## src/core_cfg_pkg.sv

```systemverilog
package core_cfg_pkg;

    localparam int XLEN     = 32;
    localparam int PC_W     = 14; // 16 KB instruction space
    localparam int NUM_REGS = 32;

    typedef logic [PC_W-1:0] pc_t;
    typedef logic [XLEN-1:0] word_t;

    localparam pc_t   RESET_PC  = '0;
    localparam word_t NOP_INSTR = 32'h0000_0013; // ADDI x0, x0, 0

endpackage

```

## src/rv_isa_pkg.sv

```systemverilog
package rv_isa_pkg;

    typedef logic [4:0]  reg_addr_t;
    typedef logic [31:0] instr_t;
    typedef logic [2:0]  funct3_t;
    typedef logic [6:0]  funct7_t;

    localparam funct7_t F7_ALT = 7'b0100000; // SUB, SRA and SRAI

    // Anything outside these opcodes decodes as a no-op
    typedef enum logic [6:0] {
        OP     = 7'b0110011,
        OP_IMM = 7'b0010011,
        LUI    = 7'b0110111,
        JAL    = 7'b1101111,
        JALR   = 7'b1100111,
        BRANCH = 7'b1100011
    } opcode_e;

    typedef enum logic [2:0] {
        BEQ  = 3'b000,
        BNE  = 3'b001,
        BLT  = 3'b100,
        BGE  = 3'b101,
        BLTU = 3'b110,
        BGEU = 3'b111
    } branch_e;

    typedef enum logic [2:0] {
        F3_ADD  = 3'b000, // ADD/SUB
        F3_SLL  = 3'b001,
        F3_SLT  = 3'b010,
        F3_SLTU = 3'b011,
        F3_XOR  = 3'b100,
        F3_SR   = 3'b101, // SRL/SRA
        F3_OR   = 3'b110,
        F3_AND  = 3'b111
    } alu_f3_e;

    typedef enum logic [3:0] {
        ADD    = 4'd0,
        SUB    = 4'd1,
        SLL    = 4'd2,
        SLT    = 4'd3,
        SLTU   = 4'd4,
        XOR    = 4'd5,
        SRL    = 4'd6,
        SRA    = 4'd7,
        OR     = 4'd8,
        AND    = 4'd9,
        PASS_B = 4'd10, // LUI
        LINK   = 4'd11  // Return address in operand a
    } alu_op_e;

endpackage

```

## src/fetch_stage.sv

```systemverilog
`timescale 1ns/1ps

module fetch_stage (
    input  logic                clk,
    input  logic                rst_n,
    input  rv_isa_pkg::instr_t  instr_i,
    input  logic                redirect_i,
    input  core_cfg_pkg::pc_t   redirect_pc_i,
    output core_cfg_pkg::pc_t   pc_o,
    output rv_isa_pkg::instr_t  if_instr_o,
    output core_cfg_pkg::pc_t   if_pc_o,
    output logic                if_valid_o
);

    core_cfg_pkg::pc_t pc_next;

    assign pc_next = redirect_i ? redirect_pc_i : pc_o + core_cfg_pkg::pc_t'(4);

    always_ff @(posedge clk) begin
        if (rst_n) begin
            pc_o       <= core_cfg_pkg::RESET_PC;
            if_valid_o <= 1'b0;
        end else begin
            pc_o       <= pc_next;
            if_valid_o <= !redirect_i; // Kill the slot behind a taken jump
        end
    end

    // IF/ID payload
    always_ff @(posedge clk) begin
        if (redirect_i) begin
            if_instr_o <= core_cfg_pkg::NOP_INSTR;
        end else begin
            if_instr_o <= instr_i;
        end
        if_pc_o <= pc_o;
    end

endmodule

```

## src/reg_file.sv

```systemverilog
`timescale 1ns/1ps

module reg_file (
    input  logic                  clk,
    input  logic                  rst_n,
    input  rv_isa_pkg::reg_addr_t rs1_i,
    input  rv_isa_pkg::reg_addr_t rs2_i,
    input  logic                  we_i,
    input  rv_isa_pkg::reg_addr_t wrd_i,
    input  core_cfg_pkg::word_t   wdata_i,
    output core_cfg_pkg::word_t   rdata1_o,
    output core_cfg_pkg::word_t   rdata2_o
);

    core_cfg_pkg::word_t regs [core_cfg_pkg::NUM_REGS];

    // Read port with x0 forced to zero
    function automatic core_cfg_pkg::word_t read_port(input rv_isa_pkg::reg_addr_t ra);
        core_cfg_pkg::word_t val;
        if (ra == '0) begin
            val = '0;
        end else if (we_i && (wrd_i == ra)) begin
            val = wdata_i; // Same-cycle bypass
        end else begin
            val = regs[ra];
        end
        return val;
    endfunction

    always_ff @(posedge clk) begin
        if (rst_n) begin
            for (int i = 0; i < core_cfg_pkg::NUM_REGS; i++) begin
                regs[i] <= '0;
            end
        end else if (we_i && (wrd_i != '0)) begin
            regs[wrd_i] <= wdata_i;
        end
    end

    always_comb begin
        rdata1_o = read_port(rs1_i);
        rdata2_o = read_port(rs2_i);
    end

endmodule

```

## src/decode_stage.sv

```systemverilog
`timescale 1ns/1ps

module decode_stage (
    input  logic                  clk,
    input  logic                  rst_n,
    input  rv_isa_pkg::instr_t    if_instr_i,
    input  core_cfg_pkg::pc_t     if_pc_i,
    input  logic                  if_valid_i,
    input  core_cfg_pkg::word_t   rdata1_i,
    input  core_cfg_pkg::word_t   rdata2_i,
    output rv_isa_pkg::reg_addr_t rs1_o,
    output rv_isa_pkg::reg_addr_t rs2_o,
    output logic                  redirect_o,
    output core_cfg_pkg::pc_t     redirect_pc_o,
    output logic                  ex_valid_o,
    output rv_isa_pkg::alu_op_e   ex_alu_op_o,
    output core_cfg_pkg::word_t   ex_op_a_o,
    output core_cfg_pkg::word_t   ex_op_b_o,
    output rv_isa_pkg::reg_addr_t ex_rd_o
);

    rv_isa_pkg::opcode_e   opcode;
    rv_isa_pkg::funct3_t   funct3;
    rv_isa_pkg::funct7_t   funct7;
    rv_isa_pkg::reg_addr_t rd;

    core_cfg_pkg::word_t imm_i;
    core_cfg_pkg::word_t imm_b;
    core_cfg_pkg::word_t imm_u;
    core_cfg_pkg::word_t imm_j;
    core_cfg_pkg::word_t link;
    core_cfg_pkg::word_t jalr_sum;
    core_cfg_pkg::pc_t   pc_offset;

    rv_isa_pkg::alu_op_e alu_op;
    core_cfg_pkg::word_t op_a;
    core_cfg_pkg::word_t op_b;
    logic                wr_en;
    logic                take;
    logic                br_cond;

    // ALU select for OP and OP-IMM
    function automatic rv_isa_pkg::alu_op_e alu_sel(input rv_isa_pkg::funct3_t f3,
                                                    input logic alt,
                                                    input logic reg_op);
        rv_isa_pkg::alu_op_e op;
        case (rv_isa_pkg::alu_f3_e'(f3))
            rv_isa_pkg::F3_ADD:  op = (alt && reg_op) ? rv_isa_pkg::SUB : rv_isa_pkg::ADD;
            rv_isa_pkg::F3_SLL:  op = rv_isa_pkg::SLL;
            rv_isa_pkg::F3_SLT:  op = rv_isa_pkg::SLT;
            rv_isa_pkg::F3_SLTU: op = rv_isa_pkg::SLTU;
            rv_isa_pkg::F3_XOR:  op = rv_isa_pkg::XOR;
            rv_isa_pkg::F3_SR:   op = alt ? rv_isa_pkg::SRA : rv_isa_pkg::SRL;
            rv_isa_pkg::F3_OR:   op = rv_isa_pkg::OR;
            default:             op = rv_isa_pkg::AND;
        endcase
        return op;
    endfunction

    assign opcode = rv_isa_pkg::opcode_e'(if_instr_i[6:0]);
    assign rd     = if_instr_i[11:7];
    assign funct3 = if_instr_i[14:12];
    assign rs1_o  = if_instr_i[19:15];
    assign rs2_o  = if_instr_i[24:20];
    assign funct7 = if_instr_i[31:25];

    assign imm_i = {{20{if_instr_i[31]}}, if_instr_i[31:20]};
    assign imm_b = {{19{if_instr_i[31]}}, if_instr_i[31], if_instr_i[7],
                    if_instr_i[30:25], if_instr_i[11:8], 1'b0};
    assign imm_u = {if_instr_i[31:12], 12'b0};
    assign imm_j = {{11{if_instr_i[31]}}, if_instr_i[31], if_instr_i[19:12],
                    if_instr_i[20], if_instr_i[30:21], 1'b0};

    assign link     = core_cfg_pkg::word_t'(if_pc_i) + 32'd4;
    assign jalr_sum = rdata1_i + imm_i;

    always_comb begin
        case (rv_isa_pkg::branch_e'(funct3))
            rv_isa_pkg::BEQ:  br_cond = (rdata1_i == rdata2_i);
            rv_isa_pkg::BNE:  br_cond = (rdata1_i != rdata2_i);
            rv_isa_pkg::BLT:  br_cond = ($signed(rdata1_i) < $signed(rdata2_i));
            rv_isa_pkg::BGE:  br_cond = ($signed(rdata1_i) >= $signed(rdata2_i));
            rv_isa_pkg::BLTU: br_cond = (rdata1_i < rdata2_i);
            rv_isa_pkg::BGEU: br_cond = (rdata1_i >= rdata2_i);
            default:          br_cond = 1'b0; // 010/011 are not branches
        endcase
    end

    always_comb begin
        alu_op = rv_isa_pkg::ADD;
        op_a   = rdata1_i;
        op_b   = rdata2_i;
        wr_en  = 1'b0;
        take   = 1'b0;
        case (opcode)
            rv_isa_pkg::OP: begin
                alu_op = alu_sel(funct3, funct7 == rv_isa_pkg::F7_ALT, 1'b1);
                wr_en  = 1'b1;
            end
            rv_isa_pkg::OP_IMM: begin
                alu_op = alu_sel(funct3, funct7 == rv_isa_pkg::F7_ALT, 1'b0);
                op_b   = imm_i;
                wr_en  = 1'b1;
            end
            rv_isa_pkg::LUI: begin
                alu_op = rv_isa_pkg::PASS_B;
                op_b   = imm_u;
                wr_en  = 1'b1;
            end
            rv_isa_pkg::JAL, rv_isa_pkg::JALR: begin
                alu_op = rv_isa_pkg::LINK;
                op_a   = link;
                wr_en  = 1'b1;
                take   = 1'b1;
            end
            rv_isa_pkg::BRANCH: begin
                take = br_cond;
            end
            default: begin
                wr_en = 1'b0; // Unsupported opcodes retire silently
            end
        endcase
    end

    assign pc_offset = (opcode == rv_isa_pkg::JAL) ? imm_j[core_cfg_pkg::PC_W-1:0]
                                                   : imm_b[core_cfg_pkg::PC_W-1:0];

    assign redirect_o    = if_valid_i && take;
    assign redirect_pc_o = (opcode == rv_isa_pkg::JALR)
                         ? {jalr_sum[core_cfg_pkg::PC_W-1:1], 1'b0}
                         : if_pc_i + pc_offset;

    always_ff @(posedge clk) begin
        if (rst_n) begin
            ex_valid_o <= 1'b0;
        end else begin
            ex_valid_o <= if_valid_i && wr_en;
        end
    end

    // ID/EX payload
    always_ff @(posedge clk) begin
        ex_alu_op_o <= alu_op;
        ex_op_a_o   <= op_a;
        ex_op_b_o   <= op_b;
        ex_rd_o     <= rd;
    end

endmodule

```

## src/execute_stage.sv

```systemverilog
`timescale 1ns/1ps

module execute_stage (
    input  logic                  clk,
    input  logic                  rst_n,
    input  logic                  ex_valid_i,
    input  rv_isa_pkg::alu_op_e   ex_alu_op_i,
    input  core_cfg_pkg::word_t   ex_op_a_i,
    input  core_cfg_pkg::word_t   ex_op_b_i,
    input  rv_isa_pkg::reg_addr_t ex_rd_i,
    output logic                  wb_en_o,
    output rv_isa_pkg::reg_addr_t wb_rd_o,
    output core_cfg_pkg::word_t   wb_data_o
);

    logic [4:0]                     shamt;
    logic signed [core_cfg_pkg::XLEN-1:0] sra_res;
    logic                           lt_signed;
    logic                           lt_unsigned;
    core_cfg_pkg::word_t            alu_res;

    assign shamt       = ex_op_b_i[4:0]; // Low five bits only
    assign sra_res     = $signed(ex_op_a_i) >>> shamt;
    assign lt_signed   = $signed(ex_op_a_i) < $signed(ex_op_b_i);
    assign lt_unsigned = ex_op_a_i < ex_op_b_i;

    always_comb begin
        case (ex_alu_op_i)
            rv_isa_pkg::ADD:    alu_res = ex_op_a_i + ex_op_b_i;
            rv_isa_pkg::SUB:    alu_res = ex_op_a_i - ex_op_b_i;
            rv_isa_pkg::SLL:    alu_res = ex_op_a_i << shamt;
            rv_isa_pkg::SLT:    alu_res = {31'b0, lt_signed};
            rv_isa_pkg::SLTU:   alu_res = {31'b0, lt_unsigned};
            rv_isa_pkg::XOR:    alu_res = ex_op_a_i ^ ex_op_b_i;
            rv_isa_pkg::SRL:    alu_res = ex_op_a_i >> shamt;
            rv_isa_pkg::SRA:    alu_res = sra_res;
            rv_isa_pkg::OR:     alu_res = ex_op_a_i | ex_op_b_i;
            rv_isa_pkg::AND:    alu_res = ex_op_a_i & ex_op_b_i;
            rv_isa_pkg::PASS_B: alu_res = ex_op_b_i;
            rv_isa_pkg::LINK:   alu_res = ex_op_a_i; // PC+4 from decode
            default:            alu_res = '0;
        endcase
    end

    always_ff @(posedge clk) begin
        if (rst_n) begin
            wb_en_o <= 1'b0;
        end else begin
            wb_en_o <= ex_valid_i && (ex_rd_i != '0); // x0 writes dropped here
        end
    end

    always_ff @(posedge clk) begin
        wb_rd_o   <= ex_rd_i;
        wb_data_o <= alu_res;
    end

endmodule

```

## src/rv_core_top.sv

```systemverilog
`timescale 1ns/1ps

module rv_core_top (
    input  logic                  clk,
    input  logic                  rst_n,
    input  rv_isa_pkg::instr_t    instr_i,
    output core_cfg_pkg::pc_t     pc_o,
    output logic                  wb_en_o,
    output rv_isa_pkg::reg_addr_t wb_rd_o,
    output core_cfg_pkg::word_t   wb_data_o
);

    rv_isa_pkg::instr_t    if_instr;
    core_cfg_pkg::pc_t     if_pc;
    logic                  if_valid;
    logic                  redirect;
    core_cfg_pkg::pc_t     redirect_pc;
    rv_isa_pkg::reg_addr_t rs1;
    rv_isa_pkg::reg_addr_t rs2;
    core_cfg_pkg::word_t   rdata1;
    core_cfg_pkg::word_t   rdata2;
    logic                  ex_valid;
    rv_isa_pkg::alu_op_e   ex_alu_op;
    core_cfg_pkg::word_t   ex_op_a;
    core_cfg_pkg::word_t   ex_op_b;
    rv_isa_pkg::reg_addr_t ex_rd;

    fetch_stage u_fetch (
        .clk           (clk),
        .rst_n         (rst_n),
        .instr_i       (instr_i),
        .redirect_i    (redirect),
        .redirect_pc_i (redirect_pc),
        .pc_o          (pc_o),
        .if_instr_o    (if_instr),
        .if_pc_o       (if_pc),
        .if_valid_o    (if_valid)
    );

    // Write port driven straight from the writeback register
    reg_file u_regs (
        .clk      (clk),
        .rst_n    (rst_n),
        .rs1_i    (rs1),
        .rs2_i    (rs2),
        .we_i     (wb_en_o),
        .wrd_i    (wb_rd_o),
        .wdata_i  (wb_data_o),
        .rdata1_o (rdata1),
        .rdata2_o (rdata2)
    );

    decode_stage u_decode (
        .clk           (clk),
        .rst_n         (rst_n),
        .if_instr_i    (if_instr),
        .if_pc_i       (if_pc),
        .if_valid_i    (if_valid),
        .rdata1_i      (rdata1),
        .rdata2_i      (rdata2),
        .rs1_o         (rs1),
        .rs2_o         (rs2),
        .redirect_o    (redirect),
        .redirect_pc_o (redirect_pc),
        .ex_valid_o    (ex_valid),
        .ex_alu_op_o   (ex_alu_op),
        .ex_op_a_o     (ex_op_a),
        .ex_op_b_o     (ex_op_b),
        .ex_rd_o       (ex_rd)
    );

    execute_stage u_exec (
        .clk         (clk),
        .rst_n       (rst_n),
        .ex_valid_i  (ex_valid),
        .ex_alu_op_i (ex_alu_op),
        .ex_op_a_i   (ex_op_a),
        .ex_op_b_i   (ex_op_b),
        .ex_rd_i     (ex_rd),
        .wb_en_o     (wb_en_o),
        .wb_rd_o     (wb_rd_o),
        .wb_data_o   (wb_data_o)
    );

endmodule

```

## config.mk

```make
export PLATFORM = sky130hd
export DESIGN_NAME = rv_core_top
export DESIGN_NICKNAME = d
export VERILOG_FILES = /design/src/core_cfg_pkg.sv /design/src/rv_isa_pkg.sv /design/src/fetch_stage.sv /design/src/reg_file.sv /design/src/decode_stage.sv /design/src/execute_stage.sv /design/src/rv_core_top.sv
export SDC_FILE = /design/constraint.sdc
export NUM_CORES = 2
export LEC_CHECK = 0
export BUFFER_PORTS_ARGS = -buffer_cell sky130_fd_sc_hd__buf_2
export CELL_PAD_IN_SITES_DETAIL_PLACEMENT = 0
export CELL_PAD_IN_SITES_GLOBAL_PLACEMENT = 1
export CORE_UTILIZATION = 40
export CTS_BUF_LIST = sky130_fd_sc_hd__clkbuf_4
export CTS_CLUSTER_DIAMETER = 150
export DETAILED_ROUTE_END_ITERATION = 8
export HOLD_SLACK_MARGIN = 0.12
export PLACE_DENSITY_LB_ADDON = 0.1
export SYNTH_ARGS = -nofsm -noshare
export SYNTH_HDL_FRONTEND = slang
export SYNTH_SLANG_ARGS = --single-unit
export TNS_END_PERCENT = 30
```

## constraint.sdc

```tcl
create_clock -name clk -period 6.4 [get_ports clk]
set_clock_uncertainty 0.2 [all_clocks]
set_input_delay 0.32 -clock clk [delete_from_list [all_inputs] [get_ports clk]]
set_output_delay 0.32 -clock clk [all_outputs]
set_load 0.05 [all_outputs]
```

Word-level counts from Yosys, hierarchy flattened:

Memories as Yosys holds them, arrays and structs flattened. A register that Yosys moved wholly into a read port is not among the register bits.
Cells that the tools add are included.

* add/sub/neg operators: 6
* magnitude comparators: 6
* equality and inequality tests: 29
* shift operators: 3
* mux-type cells: 28
* bitwise operators: 3
* reduce and logical (&&, ||, !) cells: 16

Operators with widths (count)
* 32-bit one-hot mux with 12 select lines: 1
* 32-bit two-way mux: 6
* 32-bit less-than comparator: 4
* 32-bit >= comparator: 2
* 32-bit one-hot mux with 2 select lines: 1
* 4-bit one-hot mux with 7 select lines: 2
* 14-bit two-way mux: 3
* 32-bit adder: 1
* 32-bit bitwise AND: 1
* 32-bit == test: 1
* 32-bit != test: 1
* 32-bit OR: 1
* 32-bit OR reduction: 1
* 32-bit by 5-bit left shift with 32-bit output: 1
* 32-bit by 5-bit >> shifter with 32-bit output: 1
* 32-bit by 5-bit >>> shifter with 32-bit output: 1
* 32-bit subtractor: 1
* 32-bit XOR: 1
* 14-bit adder: 2
* 7-bit by 6-bit == test with 1-bit output, second input constant: 3
* 7-bit == test, second input constant: 3
* 4-bit by 3-bit == test with 1-bit output, second input constant: 4
* 4-bit == test, second input constant: 4
* 4-bit one-hot mux with 4 select lines: 1
* other kinds (21): 44

* flip-flop bits (word level): 173
* RAM bits: 1024
* input port bits: 34
* output and inout bits: 52
* word-level logic and storage cells: 104
* memories kept: 1

Memory list
* u_regs.regs: depth 32, width 32, read ports 2, clocked after Yosys merged registers in 2, wr ports 32, line reg_file.sv:15 `core_cfg_pkg::word_t regs [core_cfg_pkg::NUM_REGS];`

Logic depth before layout (Yosys ltp):

* depth in word-level cells: 9
* mapped depth: 27

By module:

Synthesis repeated with hierarchy kept, for this count alone.

* cells, all modules: 5853
* area, all modules: 71318.4 um^2

Modules (own cells, without submodules)
* reg_file: times used 1, cells an instance 3740, area each 54722.5 um^2, sequential area each 30749.5 um^2
* execute_stage: times used 1, cells an instance 1393, area each 10000.8 um^2, sequential area each 760.7 um^2
* decode_stage: times used 1, cells an instance 554, area each 4727.0 um^2, sequential area each 1481.4 um^2
* fetch_stage: times used 1, cells an instance 166, area each 1868.0 um^2, sequential area each 1221.2 um^2

Worst setup path after synthesis:

No wires, ideal clock.

* kind: register to register
* start: reg u_fetch.if_instr_o[15]
* end: reg u_fetch.pc_o[7]
* setup time: 128 ps
* arrival time: 4986 ps
* data required time: 6072 ps
* setup slack: 1086 ps
* cell stages (with the launch flop): 24
* buffers on the path: 6
* cells stage by stage: dfxtp_1 buf_4 buf_6 buf_4 buf_4 buf_2 mux4_2 mux2_2 a221oi_1 a211oi_1 a21oi_1 nor2_1 ha_1 a2111oi_0 o21ai_0 a21oi_1 o22ai_1 or2_1 a21boi_0 o31a_1 a311oi_2 buf_4 mux2i_1 nor2_1

* word-level cells in the longest chain between the ends: 9
* elaborated cells on any way between the ends: 17
* classes of those cells: 1 x add/sub; 4 x order compare; 3 x eq/ne; 6 x mux; 3 x reduce/logical

Ends and longest elaborated chain
* start: declaration: line fetch_stage.sv:10 `output rv_isa_pkg::instr_t if_instr_o,`
* start signal: assignment: line fetch_stage.sv:32 `if_instr_o <= core_cfg_pkg::NOP_INSTR;`
* start signal: assignment: line fetch_stage.sv:34 `if_instr_o <= instr_i;`
* 5-bit == test: line reg_file.sv:22 `end else if (we_i && (wrd_i == ra)) begin`
* 1-bit logical AND: line reg_file.sv:22
* 32-bit two-way mux: line reg_file.sv:22
* 32-bit two-way mux (*): line reg_file.sv:20 `if (ra == '0) begin`
* net rdata1[22]: line rv_core_top.sv:20 `core_cfg_pkg::word_t rdata1;`
* 32-bit >= comparator (tied with other cells): line decode_stage.sv:84 `rv_isa_pkg::BGEU: br_cond = (rdata1_i >= rdata2_i);`
* 1-bit one-hot mux with 6 select lines (*): line decode_stage.sv:78 `case (rv_isa_pkg::branch_e'(funct3))`
* 1-bit one-hot mux with 2 select lines (*): line decode_stage.sv:95 `case (opcode)`
* 1-bit logical AND (*): line decode_stage.sv:128 `assign redirect_o = if_valid_i && take;`
* 14-bit two-way mux (*): line fetch_stage.sv:17 `assign pc_next = redirect_i ? redirect_pc_i : pc_o + core_cfg_pkg::pc_t'(4);`
* end signal: assignment: line fetch_stage.sv:21 `pc_o <= core_cfg_pkg::RESET_PC;`
* end signal: assignment: line fetch_stage.sv:24 `pc_o <= pc_next;`
* end: declaration: line fetch_stage.sv:9 `output core_cfg_pkg::pc_t pc_o,`

Mark *: on every way through the listed nets, which the timed path passes. The rest lies on a longest branch.
A chain may end at the register's enable or synchronous reset.

Worst setup path after layout:

* start: reg u_fetch.if_instr_o[17]
* end: reg u_fetch.pc_o[4]

Same word-level chain as after synthesis.

==> results.json <==
{
  "status": "finished, final reports clean",
  "synth_edf_count": 1024,
  "cts_buffers": 352,
  "gr-total-overflow": 0,
  "dr.pass1.iters": 8,
  "setup_tns_ps": 0,
  "grt_pass1_vias": 53120,
  "drv_slew": 0,
  "r2r_start": "u_fetch.if_instr_o[17]",
  "async_flop_share_pct": 0,
  "regToRegSetupSlack_ps": 110,
  "end_kind": "register",
  "hold-worst-slack_ps": 149.3,
  "fmax_ghz": 0.1590,
  "die_h_um": 423.2,
  "hpwl_um": 186000,
  "htreeDepth": 5,
  "r2r_cells": 20,
  "endpoint": "u_fetch.pc_o[4]",
  "drt-total-wl_um": 308100,
  "rsz0062_at_grt": "no",
  "io_pins": 86,
  "yosys_warnings": 0,
  "timing.rr.end": "u_fetch.pc_o[4]",
  "syn_to_final_growth_pct": 13.43,
  "cp.required_ps": 7430,
  "wl_per_cell_um": 36.20,
  "die_w_um": 423.2,
  "syn-cell-area_um2": 70970,
  "die_area_um2": 179100,
  "max_slew_margin_pct": 15.56,
  "globalplace.congestion": 0.9199,
  "multiInputGateArea_um2": 34630,
  "coreArea_um2": 176100,
  "yosysSeqAreaShare_pct": 48.21,
  "num_vias": 53550,
  "final_util_pct": 45.71,
  "cts_max_path_buffers": 4,
  "fin_total_pwr_mw": 22.44,
  "cp_max_fo": 32,
  "cts_setup_buffers": 0,
  "placed_cells": 7816,
  "hold_violations": 0,
  "drtIter0Drc": 6504,
  "cap_viol_max_count": 0,
  "vdd_drop_max_v": 0.0001673,
  "path_cells": "or3_2 > o22ai_1 > a211oi_1 > a211oi_1 > a21oi_1 > buf_4 > nor2_1 > ha_1 > nand3_1 > o221ai_1 > a21oi_1 > o22ai_1 > buf_4 > or2_1 > a21boi_0 > o31a_1 > a311oi_4 > buf_12 > nor2_1 > a211oi_1",
  "yosys_most_used_dff": "edfxtp_1",
  "cts_tree": "done",
  "layout.nets": 6120,
  "vias_per_cell": 6.292,
  "cpMaxStageDelayCell": "a211oi_1",
  "drive_above_1_share_pct": 27.28,
  "grtUsageTotal_pct": 34.04,
  "critPathLaunch": "u_fetch.if_instr_o[17]",
  "cpMostUsedCell": "a211oi_1",
  "antenna_found_initial": 37,
  "cts-root-buf": "clkbuf_4",
  "start_kind": "register",
  "leakagePower_nw": 30.20,
  "initial_core_util_pct": 40.30,
  "rows": 154,
  "cellPowerDensity_nw_per_um2": 278.8,
  "portBuffers": 85,
  "arrival_ps": 7320,
  "drcViolationCount": 0,
  "grt_start_max_net_pins": 74,
  "setup_violations": 0,
  "final_cell_count_no_fill": 8511,
  "cpPeakStageDelay_ps": 1060,
  "fill_cells": 16140,
  "tightestPinTransition_ps": 1259,
  "register_area_um2": 34260,
  "hp-class": "register to register",
  "final.min_clock_period_ps": 6291,
  "ant_nets": 0,
  "clock_sinks": 1197,
  "grt_pass1_wl_um": 423800,
  "fin_crit_sh_pct": 98.30,
  "syn_inst": 5592,
  "clkTransAtPathRegs_ps": 60,
  "synth-seq-cells": 1197,
  "insertion_delay_ps": 1390,
  "avgSynthCellArea_um2": 12.69,
  "yosysUniqueCellTypes": 92,
  "worstSetupPathType": "register to register"
}
final cells by class:
type / instances / area share (%)
Clock buffer: 495 / 4.616
Multi-Input combinational cell: 3789 / 43.02
Tap cell: 2340 / 3.637
Timing Repair Buffer: 478 / 5.085
Clock inverter: 83 / 0.5098
Inverter: 109 / 0.5113
Antenna cell: 20 / 0.06217
Sequential cell: 1197 / 42.56
Yosys cell counts, drive strengths merged, types with 13 or more instances:
library cell	number	area [um2]
edfxtp	1024	30750
and2	971	6075
mux4	600	13520
clkbuf	400	1501
nor2	380	1434
a21oi	227	1147
mux2i	189	1892
nand2	180	675.7
dfxtp	173	3463
o21ai	156	780.8
ha	155	1939
buf	128	673.1
inv	107	401.6
nor3	94	470.5
o22ai	65	406.6
or2	57	356.6
a211oi	56	420.4
o211ai	50	375.4
a221oi	47	429.2
nor2b	44	275.3
nand3	38	190.2
xnor2	36	315.3
mux2	34	382.9
o221ai	31	277.8
a21o	27	202.7
a221o	26	260.3
a22oi	24	180.2
xor2	24	217.7
o21bai	21	157.7
nand2b	19	118.9
or3	19	118.9
nand4	18	112.6
nor4	16	106.4
o31ai	13	97.59
layer usage:
metal	routed length [um]	part of all wire [%]	track usage [%]
met3	29490	9.6	8.132
met1	115900	38	42.32
met4	16640	5.4	17.99
met2	146100	47	54.92
met5	58	0.019	0
worst min-delay path by stage:
stage / from / depth (start not counted) / endpoint / slack (ps)
floorplan: u_decode.ex_rd_o[4] / 0 / u_exec.wb_rd_o[4] / 120
global placement: u_decode.ex_rd_o[4] / 0 / u_exec.wb_rd_o[4] / 130
detailed placement: u_decode.ex_rd_o[0] / 0 / u_exec.wb_rd_o[0] / 140
CTS: u_fetch.if_instr_o[10] / 0 / u_decode.ex_rd_o[3] / 130
global route: u_fetch.if_instr_o[10] / 0 / u_decode.ex_rd_o[3] / 150
finish: u_decode.ex_rd_o[4] / 0 / u_exec.wb_rd_o[4] / 150
flip-flops by register name, indices dropped and copies added (netlist names), 4 cells and up:
signal                flops
u_regs.regs            1024
u_decode.ex_op_a_o       32
u_decode.ex_op_b_o       32
u_exec.wb_data_o         32
u_fetch.if_instr_o       32
u_fetch.if_pc_o          14
u_fetch.pc_o             14
u_decode.ex_rd_o          5
u_exec.wb_rd_o            5
u_decode.ex_alu_op_o      4
power breakdown:
group | leakage, nW | switching (mW) | internal (mW) | total (mW)
Sequential | 12.0 | 0.618 | 8.86 | 9.48
Combinational | 15.7 | 3.91 | 1.93 | 5.84
Clock | 2.50 | 3.48 | 3.65 | 7.12
Total | 30.2 | 8.00 | 14.4 | 22.4
through the flow:
step,cell area [um2],setup slack (ps)
detailed placement,75330,212.1
global placement,75330,243.8
finish,80500,109.1
floorplan,71090,1086
CTS,80430,218.6
global route,80480,6.562
kinds of logic (layout without fill, tap and decap cells):
group,count (synthesis),count (layout),share of synthesized area (%)
compound gates,840,840,7.878
mux,823,823,22.26
flops,1197,1197,48.21
simple gates,1875,1875,14.42
xor+xnor,60,60,0.7510
buf+inv,637,1165,3.640
fa+ha+maj,159,159,2.845
other cells,1,52,0.005284
placed cells by master, fill, tap and decap left out, types with 38 or more instances in the layout:
master            n
a211oi_1         55
a21oi_1         225
a221oi_1         45
and2_1          971
buf_12           38
buf_2            84
buf_4           260
clkbuf_4        495
clkinv_1         60
dfxtp_1         156
dlygate4sd3_1    96
edfxtp_1       1024
ha_1            155
inv_1           104
mux2i_1         189
mux4_2          598
nand2_1         179
nor2_1          345
nor2b_1          43
nor3_1           90
o211ai_1         50
o21ai_0         156
o22ai_1          64
or2_2            54
what timing repair did:
action,CTS,global route
gates resized for setup,0,4
setup endpoints to repair,0,46
hold buffers,97,0
endpoints found under the hold margin,132,0
worst max-delay path, delay by kind of cell (launching register included):
kind | cells | cell delay, ps
AOI/OAI and AO/OA | 11 | 3190
and+or+nand+nor | 5 | 1370
DFF | 1 | 460
buffers and inverters | 3 | 670
adders and majority gates | 1 | 250
Note: power is estimated with default switching activity, not from simulation.
